File: config.mk
export PLATFORM = sky130hd
export DESIGN_NAME = blimp_core
export DESIGN_NICKNAME = d
export VERILOG_FILES = /design/src/hw/blimp_pkg.sv /design/src/hw/alu_unit.sv /design/src/hw/blimp_core.sv /design/src/hw/decode_issue_unit.sv /design/src/hw/fetch_unit.sv /design/src/hw/load_store_unit.sv /design/src/hw/mem_arbiter.sv /design/src/hw/mul_unit.sv /design/src/hw/writeback_commit_unit.sv
export SDC_FILE = /design/constraint.sdc
export NUM_CORES = 2
export LEC_CHECK = 0
export BUFFER_PORTS_ARGS = -buffer_cell sky130_fd_sc_hd__buf_2
export CAP_MARGIN = 20
export CELL_PAD_IN_SITES_DETAIL_PLACEMENT = 0
export CELL_PAD_IN_SITES_GLOBAL_PLACEMENT = 1
export CORE_ASPECT_RATIO = 0.7
export CORE_MARGIN = 4
export CORE_UTILIZATION = 25
export DETAILED_ROUTE_END_ITERATION = 12
export PLACE_DENSITY_LB_ADDON = 0.05
export SLEW_MARGIN = 30
export SYNTH_ARGS = -nofsm -noshare
export SYNTH_HDL_FRONTEND = slang
export SYNTH_SLANG_ARGS = --single-unit
export TNS_END_PERCENT = 100
File: constraint.sdc
create_clock -name clk -period 22.3 [get_ports clk]
set_input_delay 2.23 -clock clk [delete_from_list [all_inputs] [get_ports clk]]
set_output_delay 2.23 -clock clk [all_outputs]
set_load 0.02 [all_outputs]
File: src/hw/blimp_pkg.sv
package blimp_pkg;

  // ------------------------------
  // Widths
  // ------------------------------

  localparam int xlen          = 32;  // Data and address width
  localparam int num_arch_regs = 8;
  localparam int reg_addr_bits = 3;

  // Opcode in the top three bits of every word
  typedef enum logic [2:0] {
    op_add  = 3'd0,  // rd = rs1 + rs2
    op_addi = 3'd1,  // rd = rs1 + imm
    op_mul  = 3'd2,  // rd = low word of rs1 * rs2
    op_lw   = 3'd3,  // rd = mem[rs1 + imm]
    op_sw   = 3'd4,  // mem[rs1 + imm] = rs2
    op_jal  = 3'd5,  // rd = pc + 4, pc = pc + imm
    op_jalr = 3'd6,  // rd = pc + 4, pc = rs1 + imm
    op_nop  = 3'd7
  } op_e;

  typedef enum logic [1:0] {
    pipe_alu = 2'd0,
    pipe_mul = 2'd1,
    pipe_mem = 2'd2
  } pipe_e;

  // ------------------------------
  // Instruction fields
  // ------------------------------

  localparam int op_msb  = 31;
  localparam int op_lsb  = 29;
  localparam int rd_msb  = 28;
  localparam int rd_lsb  = 26;
  localparam int rs1_msb = 25;
  localparam int rs1_lsb = 23;
  localparam int rs2_msb = 22;
  localparam int rs2_lsb = 20;
  localparam int imm_msb = 15;  // Signed byte offset
  localparam int imm_lsb = 0;
  localparam int imm_bits = imm_msb - imm_lsb + 1;

endpackage

File: src/hw/alu_unit.sv
module alu_unit #(
  parameter int p_seq_num_bits = 3
) (
  input  logic                               clk,
  input  logic                               reset,
  input  logic                               alu_issue,
  input  blimp_pkg::op_e                     x_op,
  input  logic [p_seq_num_bits-1:0]          x_seq,
  input  logic [blimp_pkg::reg_addr_bits-1:0] x_waddr,
  input  logic                               x_wen,
  input  logic [blimp_pkg::xlen-1:0]          x_op_a,
  input  logic [blimp_pkg::xlen-1:0]          x_op_b,
  input  logic [blimp_pkg::xlen-1:0]          x_imm,
  output logic                               alu_cpl,
  output logic [p_seq_num_bits-1:0]          alu_seq,
  output logic [blimp_pkg::reg_addr_bits-1:0] alu_waddr,
  output logic                               alu_wen,
  output logic [blimp_pkg::xlen-1:0]          alu_wdata
);

  always_ff @(posedge clk) begin
    if (reset) alu_cpl <= 1'b0;
    else       alu_cpl <= alu_issue;  // One cycle latency
  end

  always_ff @(posedge clk) begin
    if (alu_issue) begin
      alu_seq   <= x_seq;
      alu_waddr <= x_waddr;
      alu_wen   <= x_wen;
      // Register operand for add, immediate otherwise
      alu_wdata <= x_op_a + ((x_op == blimp_pkg::op_add) ? x_op_b : x_imm);
    end
  end

endmodule

File: src/hw/blimp_core.sv
module blimp_core #(
  parameter int p_seq_num_bits = 3,
  parameter int p_mul_stages   = 3
) (
  input  logic                               clk,
  input  logic                               reset,
  output logic                               mem_req,
  output logic                               mem_we,
  output logic [blimp_pkg::xlen-1:0]          mem_addr,
  output logic [blimp_pkg::xlen-1:0]          mem_wdata,
  input  logic [blimp_pkg::xlen-1:0]          mem_rdata,
  input  logic                               mem_rvalid,
  output logic                               trace_val,
  output logic [blimp_pkg::xlen-1:0]          trace_pc,
  output logic [blimp_pkg::reg_addr_bits-1:0] trace_waddr,
  output logic [blimp_pkg::xlen-1:0]          trace_wdata,
  output logic                               trace_wen
);

  // ------------------------------
  // Wires between units
  // ------------------------------

  logic if_req, if_rvalid, dm_req, dm_we, dm_rvalid;
  logic [blimp_pkg::xlen-1:0] if_addr, if_rdata, dm_addr, dm_wdata, dm_rdata;
  logic f_val, d_stall, redirect;
  logic [blimp_pkg::xlen-1:0] f_inst, f_pc, redirect_pc, d_pc;
  logic alu_issue, mul_issue, mem_issue, x_wen, mem_busy, rob_full;
  blimp_pkg::op_e x_op;
  logic [p_seq_num_bits-1:0] x_seq, alu_seq, mul_seq, mem_seq;
  logic [blimp_pkg::reg_addr_bits-1:0] x_waddr, alu_waddr, mul_waddr, mem_waddr, commit_waddr;
  logic [blimp_pkg::xlen-1:0] x_op_a, x_op_b, x_imm;
  logic alu_cpl, alu_wen, mul_cpl, mul_wen, mem_cpl, mem_wen;
  logic [blimp_pkg::xlen-1:0] alu_wdata, mul_wdata, lsu_wdata, commit_wdata;
  logic commit_val, commit_wen;

  // Trace is the commit stream
  assign trace_val   = commit_val;
  assign trace_waddr = commit_waddr;
  assign trace_wdata = commit_wdata;
  assign trace_wen   = commit_wen;

  fetch_unit fetch_unit_i (.*);

  decode_issue_unit #(
    .p_seq_num_bits (p_seq_num_bits)
  ) decode_issue_unit_i (.*);

  alu_unit #(
    .p_seq_num_bits (p_seq_num_bits)
  ) alu_unit_i (.*);

  mul_unit #(
    .p_seq_num_bits (p_seq_num_bits),
    .p_mul_stages   (p_mul_stages)
  ) mul_unit_i (.*);

  // Load result travels apart from the bus write data
  load_store_unit #(
    .p_seq_num_bits (p_seq_num_bits)
  ) load_store_unit_i (
    .*,
    .mem_wdata (lsu_wdata)
  );

  mem_arbiter mem_arbiter_i (.*);  // Fetch and data share one port

  writeback_commit_unit #(
    .p_seq_num_bits (p_seq_num_bits)
  ) writeback_commit_unit_i (
    .*,
    .mem_wdata (lsu_wdata)  // Memory pipe completion data
  );

endmodule

File: src/hw/decode_issue_unit.sv
module decode_issue_unit #(
  parameter int p_seq_num_bits = 3
) (
  input  logic                               clk,
  input  logic                               reset,
  input  logic                               f_val,
  input  logic [blimp_pkg::xlen-1:0]          f_inst,
  input  logic [blimp_pkg::xlen-1:0]          f_pc,
  output logic                               d_stall,
  output logic                               redirect,
  output logic [blimp_pkg::xlen-1:0]          redirect_pc,
  output logic                               alu_issue,
  output logic                               mul_issue,
  output logic                               mem_issue,
  output blimp_pkg::op_e                     x_op,
  output logic [p_seq_num_bits-1:0]          x_seq,
  output logic [blimp_pkg::reg_addr_bits-1:0] x_waddr,
  output logic                               x_wen,
  output logic [blimp_pkg::xlen-1:0]          x_op_a,
  output logic [blimp_pkg::xlen-1:0]          x_op_b,
  output logic [blimp_pkg::xlen-1:0]          x_imm,
  input  logic                               mem_busy,
  input  logic                               rob_full,
  input  logic                               commit_val,
  input  logic [blimp_pkg::reg_addr_bits-1:0] commit_waddr,
  input  logic                               commit_wen,
  input  logic [blimp_pkg::xlen-1:0]          commit_wdata,
  output logic [blimp_pkg::xlen-1:0]          d_pc
);

  localparam logic [blimp_pkg::xlen-1:0] link_off = 4;

  blimp_pkg::op_e   op;
  blimp_pkg::pipe_e pipe;
  logic [blimp_pkg::reg_addr_bits-1:0] rd, rs1, rs2;
  logic [blimp_pkg::xlen-1:0] imm, rs1_val, rs2_val;
  logic uses_rs1, uses_rs2, writes_rd, is_jump, hazard, issue;
  logic [blimp_pkg::xlen-1:0] regs [blimp_pkg::num_arch_regs];  // Architectural registers
  logic [blimp_pkg::num_arch_regs-1:0] pending;                 // Scoreboard

  // ------------------------------
  // Field decode
  // ------------------------------

  assign op  = blimp_pkg::op_e'(f_inst[blimp_pkg::op_msb:blimp_pkg::op_lsb]);
  assign rd  = f_inst[blimp_pkg::rd_msb:blimp_pkg::rd_lsb];
  assign rs1 = f_inst[blimp_pkg::rs1_msb:blimp_pkg::rs1_lsb];
  assign rs2 = f_inst[blimp_pkg::rs2_msb:blimp_pkg::rs2_lsb];
  assign imm = {{(blimp_pkg::xlen - blimp_pkg::imm_bits){f_inst[blimp_pkg::imm_msb]}},
                f_inst[blimp_pkg::imm_msb:blimp_pkg::imm_lsb]};

  always_comb begin
    pipe      = blimp_pkg::pipe_alu;  // Jumps and nop ride the ALU too
    uses_rs1  = 1'b1;
    uses_rs2  = 1'b0;
    writes_rd = 1'b1;
    case (op)
      blimp_pkg::op_add: uses_rs2 = 1'b1;
      blimp_pkg::op_mul: begin
        pipe     = blimp_pkg::pipe_mul;
        uses_rs2 = 1'b1;
      end
      blimp_pkg::op_lw:  pipe = blimp_pkg::pipe_mem;
      blimp_pkg::op_sw: begin
        pipe      = blimp_pkg::pipe_mem;
        uses_rs2  = 1'b1;
        writes_rd = 1'b0;
      end
      blimp_pkg::op_jal: uses_rs1 = 1'b0;
      blimp_pkg::op_nop: begin
        uses_rs1  = 1'b0;
        writes_rd = 1'b0;
      end
      default: ;
    endcase
  end

  // ------------------------------
  // Operands and hazards
  // ------------------------------

  assign rs1_val = (rs1 == '0) ? '0 : regs[rs1];  // r0 reads as zero
  assign rs2_val = (rs2 == '0) ? '0 : regs[rs2];
  assign x_wen   = writes_rd && (rd != '0);      // Writes to r0 are dropped here

  assign hazard  = (uses_rs1 && pending[rs1]) || (uses_rs2 && pending[rs2])
                || (x_wen && pending[rd]);       // RAW or WAW
  assign d_stall = f_val && (hazard || rob_full || (pipe == blimp_pkg::pipe_mem && mem_busy));
  assign issue   = f_val && !d_stall;

  assign is_jump = (op == blimp_pkg::op_jal) || (op == blimp_pkg::op_jalr);
  assign x_op    = is_jump ? blimp_pkg::op_addi : op;  // Link as pc + 4
  assign x_op_a  = is_jump ? f_pc : rs1_val;
  assign x_op_b  = rs2_val;
  assign x_imm   = is_jump ? link_off : imm;
  assign x_waddr = rd;
  assign d_pc    = f_pc;

  assign redirect    = issue && is_jump;
  assign redirect_pc = ((op == blimp_pkg::op_jal) ? f_pc : rs1_val) + imm;

  assign alu_issue = issue && (pipe == blimp_pkg::pipe_alu);
  assign mul_issue = issue && (pipe == blimp_pkg::pipe_mul);
  assign mem_issue = issue && (pipe == blimp_pkg::pipe_mem);

  always_ff @(posedge clk) begin
    if (commit_val && commit_wen) regs[commit_waddr] <= commit_wdata;
  end

  always_ff @(posedge clk) begin
    if (reset) begin
      pending <= '0;
      x_seq   <= '0;
    end else begin
      if (commit_val && commit_wen) pending[commit_waddr] <= 1'b0;
      if (issue && x_wen) pending[rd] <= 1'b1;
      if (issue) x_seq <= x_seq + 1'b1;  // Wraps with the ROB
    end
  end

endmodule

File: src/hw/fetch_unit.sv
module fetch_unit (
  input  logic                      clk,
  input  logic                      reset,
  output logic                      if_req,
  output logic [blimp_pkg::xlen-1:0] if_addr,
  input  logic [blimp_pkg::xlen-1:0] if_rdata,
  input  logic                      if_rvalid,
  output logic                      f_val,
  output logic [blimp_pkg::xlen-1:0] f_inst,
  output logic [blimp_pkg::xlen-1:0] f_pc,
  input  logic                      d_stall,
  input  logic                      redirect,
  input  logic [blimp_pkg::xlen-1:0] redirect_pc
);

  logic [blimp_pkg::xlen-1:0] pc;  // Next word to request
  logic in_flight;                 // Request held until its rvalid
  logic stale;                     // Response belongs to the old path
  logic consume;
  logic take;

  assign consume = f_val && !d_stall;  // Redirect always comes with this
  assign take    = if_rvalid && !stale && !redirect;

  // Start a new fetch once the buffer is free or emptying
  assign if_req  = in_flight || !f_val || consume;
  assign if_addr = pc;

  always_ff @(posedge clk) begin
    if (reset) begin
      pc        <= '0;
      f_val     <= 1'b0;
      in_flight <= 1'b0;
      stale     <= 1'b0;
    end else begin
      in_flight <= if_req && !if_rvalid;
      if (if_rvalid) stale <= 1'b0;
      else if (redirect && if_req) stale <= 1'b1;  // Drop the answer still coming
      if (consume) f_val <= 1'b0;
      if (take) begin
        f_val <= 1'b1;
        pc    <= pc + 4;
      end
      if (redirect) pc <= redirect_pc;  // Restart on the jump target
    end
  end

  always_ff @(posedge clk) begin
    if (take) begin
      f_inst <= if_rdata;
      f_pc   <= pc;
    end
  end

endmodule

File: src/hw/load_store_unit.sv
module load_store_unit #(
  parameter int p_seq_num_bits = 3
) (
  input  logic                               clk,
  input  logic                               reset,
  input  logic                               mem_issue,
  input  blimp_pkg::op_e                     x_op,
  input  logic [p_seq_num_bits-1:0]          x_seq,
  input  logic [blimp_pkg::reg_addr_bits-1:0] x_waddr,
  input  logic                               x_wen,
  input  logic [blimp_pkg::xlen-1:0]          x_op_a,
  input  logic [blimp_pkg::xlen-1:0]          x_op_b,
  input  logic [blimp_pkg::xlen-1:0]          x_imm,
  output logic                               mem_busy,
  output logic                               dm_req,
  output logic                               dm_we,
  output logic [blimp_pkg::xlen-1:0]          dm_addr,
  output logic [blimp_pkg::xlen-1:0]          dm_wdata,
  input  logic [blimp_pkg::xlen-1:0]          dm_rdata,
  input  logic                               dm_rvalid,
  output logic                               mem_cpl,
  output logic [p_seq_num_bits-1:0]          mem_seq,
  output logic [blimp_pkg::reg_addr_bits-1:0] mem_waddr,
  output logic                               mem_wen,
  output logic [blimp_pkg::xlen-1:0]          mem_wdata
);

  assign dm_req = mem_busy;  // Level until the response

  always_ff @(posedge clk) begin
    if (reset) begin
      mem_busy <= 1'b0;
      mem_cpl  <= 1'b0;
    end else begin
      mem_cpl <= mem_busy && dm_rvalid;
      if (mem_issue) mem_busy <= 1'b1;
      else if (dm_rvalid) mem_busy <= 1'b0;
    end
  end

  always_ff @(posedge clk) begin
    if (mem_issue) begin
      dm_we     <= (x_op == blimp_pkg::op_sw);
      dm_addr   <= x_op_a + x_imm;
      dm_wdata  <= x_op_b;
      mem_seq   <= x_seq;
      mem_waddr <= x_waddr;
      mem_wen   <= x_wen;  // Clear for a store
    end
    if (dm_rvalid) mem_wdata <= dm_we ? dm_wdata : dm_rdata;  // Store shows its word
  end

endmodule

File: src/hw/mem_arbiter.sv
module mem_arbiter (
  input  logic                      clk,
  input  logic                      reset,
  input  logic                      if_req,
  input  logic [blimp_pkg::xlen-1:0] if_addr,
  output logic [blimp_pkg::xlen-1:0] if_rdata,
  output logic                      if_rvalid,
  input  logic                      dm_req,
  input  logic                      dm_we,
  input  logic [blimp_pkg::xlen-1:0] dm_addr,
  input  logic [blimp_pkg::xlen-1:0] dm_wdata,
  output logic [blimp_pkg::xlen-1:0] dm_rdata,
  output logic                      dm_rvalid,
  output logic                      mem_req,
  output logic                      mem_we,
  output logic [blimp_pkg::xlen-1:0] mem_addr,
  output logic [blimp_pkg::xlen-1:0] mem_wdata,
  input  logic [blimp_pkg::xlen-1:0] mem_rdata,
  input  logic                      mem_rvalid
);

  typedef enum logic {st_idle, st_busy} state_e;

  state_e state;
  logic   owner_dm;  // Who gets the next response

  always_ff @(posedge clk) begin
    if (reset) begin
      state    <= st_idle;
      mem_req  <= 1'b0;
      owner_dm <= 1'b0;
    end else begin
      mem_req <= 1'b0;  // Single cycle pulse
      case (state)
        st_idle: if (dm_req || if_req) begin
          state    <= st_busy;
          mem_req  <= 1'b1;
          owner_dm <= dm_req;  // Data side first
        end
        st_busy: if (mem_rvalid) state <= st_idle;
        default: state <= st_idle;
      endcase
    end
  end

  always_ff @(posedge clk) begin
    if (state == st_idle) begin
      mem_we    <= dm_req && dm_we;
      mem_addr  <= dm_req ? dm_addr : if_addr;
      mem_wdata <= dm_wdata;
    end
  end

  // Response routing
  assign dm_rdata  = mem_rdata;
  assign if_rdata  = mem_rdata;
  assign dm_rvalid = (state == st_busy) && mem_rvalid && owner_dm;
  assign if_rvalid = (state == st_busy) && mem_rvalid && !owner_dm;

endmodule

File: src/hw/mul_unit.sv
module mul_unit #(
  parameter int p_seq_num_bits = 3,
  parameter int p_mul_stages   = 3  // Two or more
) (
  input  logic                               clk,
  input  logic                               reset,
  input  logic                               mul_issue,
  input  logic [p_seq_num_bits-1:0]          x_seq,
  input  logic [blimp_pkg::reg_addr_bits-1:0] x_waddr,
  input  logic                               x_wen,
  input  logic [blimp_pkg::xlen-1:0]          x_op_a,
  input  logic [blimp_pkg::xlen-1:0]          x_op_b,
  output logic                               mul_cpl,
  output logic [p_seq_num_bits-1:0]          mul_seq,
  output logic [blimp_pkg::reg_addr_bits-1:0] mul_waddr,
  output logic                               mul_wen,
  output logic [blimp_pkg::xlen-1:0]          mul_wdata
);

  logic [p_mul_stages-1:0]             val_q;
  logic [p_mul_stages-1:0]             wen_q;
  logic [p_seq_num_bits-1:0]           seq_q   [p_mul_stages];
  logic [blimp_pkg::reg_addr_bits-1:0] waddr_q [p_mul_stages];
  logic [blimp_pkg::xlen-1:0]          prod_q  [p_mul_stages];

  always_ff @(posedge clk) begin
    if (reset) val_q <= '0;
    else       val_q <= {val_q[p_mul_stages-2:0], mul_issue};
  end

  // Product formed in stage 0, later stages only carry it
  always_ff @(posedge clk) begin
    seq_q[0]   <= x_seq;
    waddr_q[0] <= x_waddr;
    wen_q[0]   <= x_wen;
    prod_q[0]  <= x_op_a * x_op_b;  // Low word kept
    for (int i = 1; i < p_mul_stages; i++) begin
      seq_q[i]   <= seq_q[i-1];
      waddr_q[i] <= waddr_q[i-1];
      wen_q[i]   <= wen_q[i-1];
      prod_q[i]  <= prod_q[i-1];
    end
  end

  assign mul_cpl   = val_q[p_mul_stages-1];
  assign mul_seq   = seq_q[p_mul_stages-1];
  assign mul_waddr = waddr_q[p_mul_stages-1];
  assign mul_wen   = wen_q[p_mul_stages-1];
  assign mul_wdata = prod_q[p_mul_stages-1];

endmodule

File: src/hw/writeback_commit_unit.sv
module writeback_commit_unit #(
  parameter int p_seq_num_bits = 3
) (
  input  logic                               clk,
  input  logic                               reset,
  input  logic                               alu_cpl,
  input  logic [p_seq_num_bits-1:0]          alu_seq,
  input  logic [blimp_pkg::reg_addr_bits-1:0] alu_waddr,
  input  logic                               alu_wen,
  input  logic [blimp_pkg::xlen-1:0]          alu_wdata,
  input  logic                               mul_cpl,
  input  logic [p_seq_num_bits-1:0]          mul_seq,
  input  logic [blimp_pkg::reg_addr_bits-1:0] mul_waddr,
  input  logic                               mul_wen,
  input  logic [blimp_pkg::xlen-1:0]          mul_wdata,
  input  logic                               mem_cpl,
  input  logic [p_seq_num_bits-1:0]          mem_seq,
  input  logic [blimp_pkg::reg_addr_bits-1:0] mem_waddr,
  input  logic                               mem_wen,
  input  logic [blimp_pkg::xlen-1:0]          mem_wdata,
  input  logic                               alu_issue,
  input  logic                               mul_issue,
  input  logic                               mem_issue,
  input  logic [p_seq_num_bits-1:0]          x_seq,
  input  logic [blimp_pkg::xlen-1:0]          d_pc,
  output logic                               rob_full,
  output logic                               commit_val,
  output logic [blimp_pkg::reg_addr_bits-1:0] commit_waddr,
  output logic                               commit_wen,
  output logic [blimp_pkg::xlen-1:0]          commit_wdata,
  output logic [blimp_pkg::xlen-1:0]          trace_pc
);

  localparam int rob_entries = 2 ** p_seq_num_bits;

  logic [p_seq_num_bits:0]             head, tail;  // Extra wrap bit
  logic [p_seq_num_bits-1:0]           head_idx;
  logic                                alloc;
  logic [rob_entries-1:0]              done;
  logic [rob_entries-1:0]              wen_q;
  logic [blimp_pkg::reg_addr_bits-1:0] waddr_q [rob_entries];
  logic [blimp_pkg::xlen-1:0]          wdata_q [rob_entries];
  logic [blimp_pkg::xlen-1:0]          pc_q    [rob_entries];

  assign alloc    = alu_issue || mul_issue || mem_issue;
  assign head_idx = head[p_seq_num_bits-1:0];
  assign rob_full = (head[p_seq_num_bits] != tail[p_seq_num_bits])
                 && (head_idx == tail[p_seq_num_bits-1:0]);

  // Oldest entry retires once done
  assign commit_val   = (head != tail) && done[head_idx];
  assign commit_waddr = waddr_q[head_idx];
  assign commit_wen   = wen_q[head_idx];
  assign commit_wdata = wdata_q[head_idx];
  assign trace_pc     = pc_q[head_idx];

  always_ff @(posedge clk) begin
    if (reset) begin
      head <= '0;
      tail <= '0;
    end else begin
      if (alloc) tail <= tail + 1'b1;
      if (commit_val) head <= head + 1'b1;
    end
  end

  // ------------------------------
  // Entry writes, three pipes
  // ------------------------------

  always_ff @(posedge clk) begin
    if (alloc) begin
      done[x_seq] <= 1'b0;
      pc_q[x_seq] <= d_pc;
    end
    if (alu_cpl) begin
      done[alu_seq]    <= 1'b1;
      waddr_q[alu_seq] <= alu_waddr;
      wen_q[alu_seq]   <= alu_wen;
      wdata_q[alu_seq] <= alu_wdata;
    end
    if (mul_cpl) begin
      done[mul_seq]    <= 1'b1;
      waddr_q[mul_seq] <= mul_waddr;
      wen_q[mul_seq]   <= mul_wen;
      wdata_q[mul_seq] <= mul_wdata;
    end
    if (mem_cpl) begin
      done[mem_seq]    <= 1'b1;
      waddr_q[mem_seq] <= mem_waddr;
      wen_q[mem_seq]   <= mem_wen;
      wdata_q[mem_seq] <= mem_wdata;
    end
  end

endmodule

==> out/results.tsv <==
stage	metric	value	unit
status	outcome	completed	
worst_setup_path	endpoint	mul_unit_i.prod_q[0][31]$_DFF_P_	
synthesis	yosys_warnings	0	
synthesis	synth_commonest_cells	1060 x edfxtp_1, 533 x nand2_1, 524 x nor2_1	
placement	placedInstanceArea	79800	sq um
drt	m1WireLength	161	mm
drt	avgRoutedWirePerCell	31.9	microns
job	cap_viol_max_count	0	
drt	wirelength	321	mm
synthesis	synth.top_cells.by_area	edfxtp_1 43%, fa_1 11%, mux4_2 8.2%	
drt	drc_errors	0	
sta	hold_viol	0	
worst_setup_path	required	23.01	ns
floorplanning	core-area	294000	sq um
global_route	grt_pass1_vias	49319	
layout	final_area	84700	sq um
sta	final.setup.tns	0	ns
worst_setup_path	critPathKind	reg2reg	
global_route	overflow	0	
clocking	cts-root-buf	clkbuf_16	
floorplanning	dieArea	305000	sq um
clocking	cts_repair_resize_count	0	
synthesis	synth-seq-cells	1265	
sta	fin_crit_sh	0.479	
worst_setup_path	rr_endpoint	mul_unit_i.prod_q[0][31]$_DFF_P_	
pwr	cellLeakagePower	31.5	nW
worst_setup_path	endpoint_kind	flip-flop	
drt	dr.pass1.iters	6	
worst_setup_path	crit_cells	30	
drt	routed-wl-met2	139	mm
synthesis	synth_cell_types	82	
clocking	clk_pin_slew	0.07	ns
sta	slew_viol_final	0	
floorplanning	die_height	464	microns
worst_setup_path	crit_fanout	30	
layout	final_core_util	0.288	
drt	routed-wl-met3	13.7	mm
hold_path	min_path_cells	0	
synthesis	syn_area	74100	sq um
clocking	cts_buffers	155	
sta	finalCriticalPeriod	10.69	ns
placement	globalplace.congestion	0.822	
floorplanning	initial_core_util	0.252	
floorplanning	die_w	659	microns
synthesis	yosysMostFrequentCell	edfxtp_1	
pwr	powerDensity	187	nW/um^2
sta	skew	0.0779	ns
worst_setup_path	critPathLaunchType	flip-flop	
placement	port_buffers	169	
clocking	cts_setup_buffers	0	
global_route	grt_pass1_wl	439	mm
floorplanning	ios	170	
layout	layout.nets	6643	
worst_setup_path	max_stage_delay	0.67	ns
global_route	grt_usage	0.207	
worst_setup_path	crit_buf_inv	7	
pwr	peakVddDrop	0.624	mV
clocking	clock_latency	0.85	ns
synthesis	ys_seq_area_frac	0.485	
clocking	cts_tree	built	
synthesis	synthCells	5894	
clocking	cts_hold_buf	0	
layout	drive_gt1_frac	0.188	
sta	tightest_slew	1.05	ns
drt	drt_iter0_drc	4184	
worst_setup_path	r2r_slack	11.61	ns
drt	final_antenna_net_count	0	
worst_setup_path	r2r_cells	30	
floorplanning	rows	166	
drt	routed.top_layer	met5	
global_route	antenna_found_initial	29	
synthesis	yosys.area.top_type_share	0.429	
clocking	cts_buffer_depth	4	
placement	place_ws	11.56	ns
sta	fin_ws	11.61	ns
worst_setup_path	path_common_cell	fa_1	
sta	fmax	0.0936	GHz
sta	finalSetupViolations	0	
synthesis	synth.avg_cell_area	12.6	sq um
drt	vias	47990	
synthesis	synth_edf_count	1060	
global_route	grt_max_degree	53	
synthesis	synth.largest_area_cell	edfxtp_1	
sta	slew_headroom	0.299	
sta	rsz0062_at_grt	no	
placement	hpwl	227	mm
synthesis	ys.flop_type	edfxtp_1	
synthesis	async_flop_share	0	
hold_path	hold_class	reg2reg	
worst_setup_path	crit_family	adder cells	
worst_setup_path	critPathArrivalTime	11.40	ns
layout	nFillCells	30070	
drt	viasPerCell	4.77	
layout	area_delta_synth_final	14.3	%
synthesis	synth_nets	6560	
clocking	cts_max_level	4	
worst_setup_path	cpMaxStageDelayCell	buf_4	
clocking	clock_sink_count	1265	
## area by class of cell
| cell class | instances | area, sq um | share of cell area |
|---|---|---|---|
| well taps | 3948 | 4940 | 0.0583 |
| multi-input cells | 3764 | 35100 | 0.415 |
| diodes | 19 | 47.5 | 0.000561 |
| flip-flops and latches | 1265 | 36000 | 0.425 |
| repair buffers | 331 | 2060 | 0.0243 |
| clock inverters | 70 | 574 | 0.00678 |
| clock buffers | 205 | 4280 | 0.0505 |
| inverters | 460 | 1730 | 0.0204 |
## where the power goes
group          switching, mW  total, mW  internal, mW
Combinational           6.34       10.3          4.01
Sequential             0.206       3.02          2.82
Clock                   1.08       2.51          1.42
Total                   7.63       15.9          8.25
## per-layer routing
layer | vias to the layer above | global-route usage
li1 | 20981 | -
met1 | 25435 | 0.316
met2 | 1271 | 0.312
met3 | 301 | 0.0273
met4 | 2 | 0.0407
met5 | - | 0
## cell families (layout without fill, tap and decap cells)
group | after synthesis | after routing | share of synthesized area
simple gates | 1400 | 1400 | 0.0819
flops | 1265 | 1265 | 0.485
fa+ha+maj | 631 | 631 | 0.148
compound gates | 738 | 738 | 0.0588
xor+xnor | 201 | 201 | 0.0243
buf+inv | 865 | 1066 | 0.0461
mux | 794 | 794 | 0.156
other cells | 0 | 19 | 0
## worst min path at each step
stage	from	to
after CTS	mul_unit_i.waddr_q[0][0]$_DFF_P_	mul_unit_i.waddr_q[0][3]$_DFF_P_
final	mul_unit_i.prod_q[0][57]$_DFF_P_	mul_unit_i.prod_q[0][89]$_DFF_P_
after global placement	mul_unit_i.seq_q[0][2]$_DFF_P_	mul_unit_i.seq_q[0][5]$_DFF_P_
after floorplan	mul_unit_i.prod_q[0][0]$_DFF_P_	mul_unit_i.prod_q[0][32]$_DFF_P_
after global routing	mul_unit_i.prod_q[0][8]$_DFF_P_	mul_unit_i.prod_q[0][40]$_DFF_P_
after detailed placement	mul_unit_i.prod_q[0][8]$_DFF_P_	mul_unit_i.prod_q[0][40]$_DFF_P_
## through the flow
stage                     cells  hold WS [ns]  total power, mW
after floorplan            5894         0.310             9.08
after global routing      10049         0.328             17.1
final                     10062         0.324             15.9
after CTS                 10043         0.326             16.1
after global placement     9767         0.310             13.4
after detailed placement   9768         0.312             13.5
## cell usage in the layout, fill, tap and decap left out, types with 169 or more instances in the layout
cell	n
fa_1	411
mux4_2	270
a21oi_1	270
o21ai_0	239
edfxtp_1	1060
nor2_1	506
mux2i_1	331
buf_2	169
dfxtp_1	195
inv_1	430
mux2_2	182
nand2_1	531
ha_1	220
## state kept, by name, summed over array words and instances, names as in the netlist, 96 cells and up, named ones only
signal                           cells
decode_issue_unit_i.regs           256
writeback_commit_unit_i.pc_q       256
writeback_commit_unit_i.wdata_q    256
mul_unit_i.prod_q                   96
No activity file was read; power rests on OpenSTA's default activity.
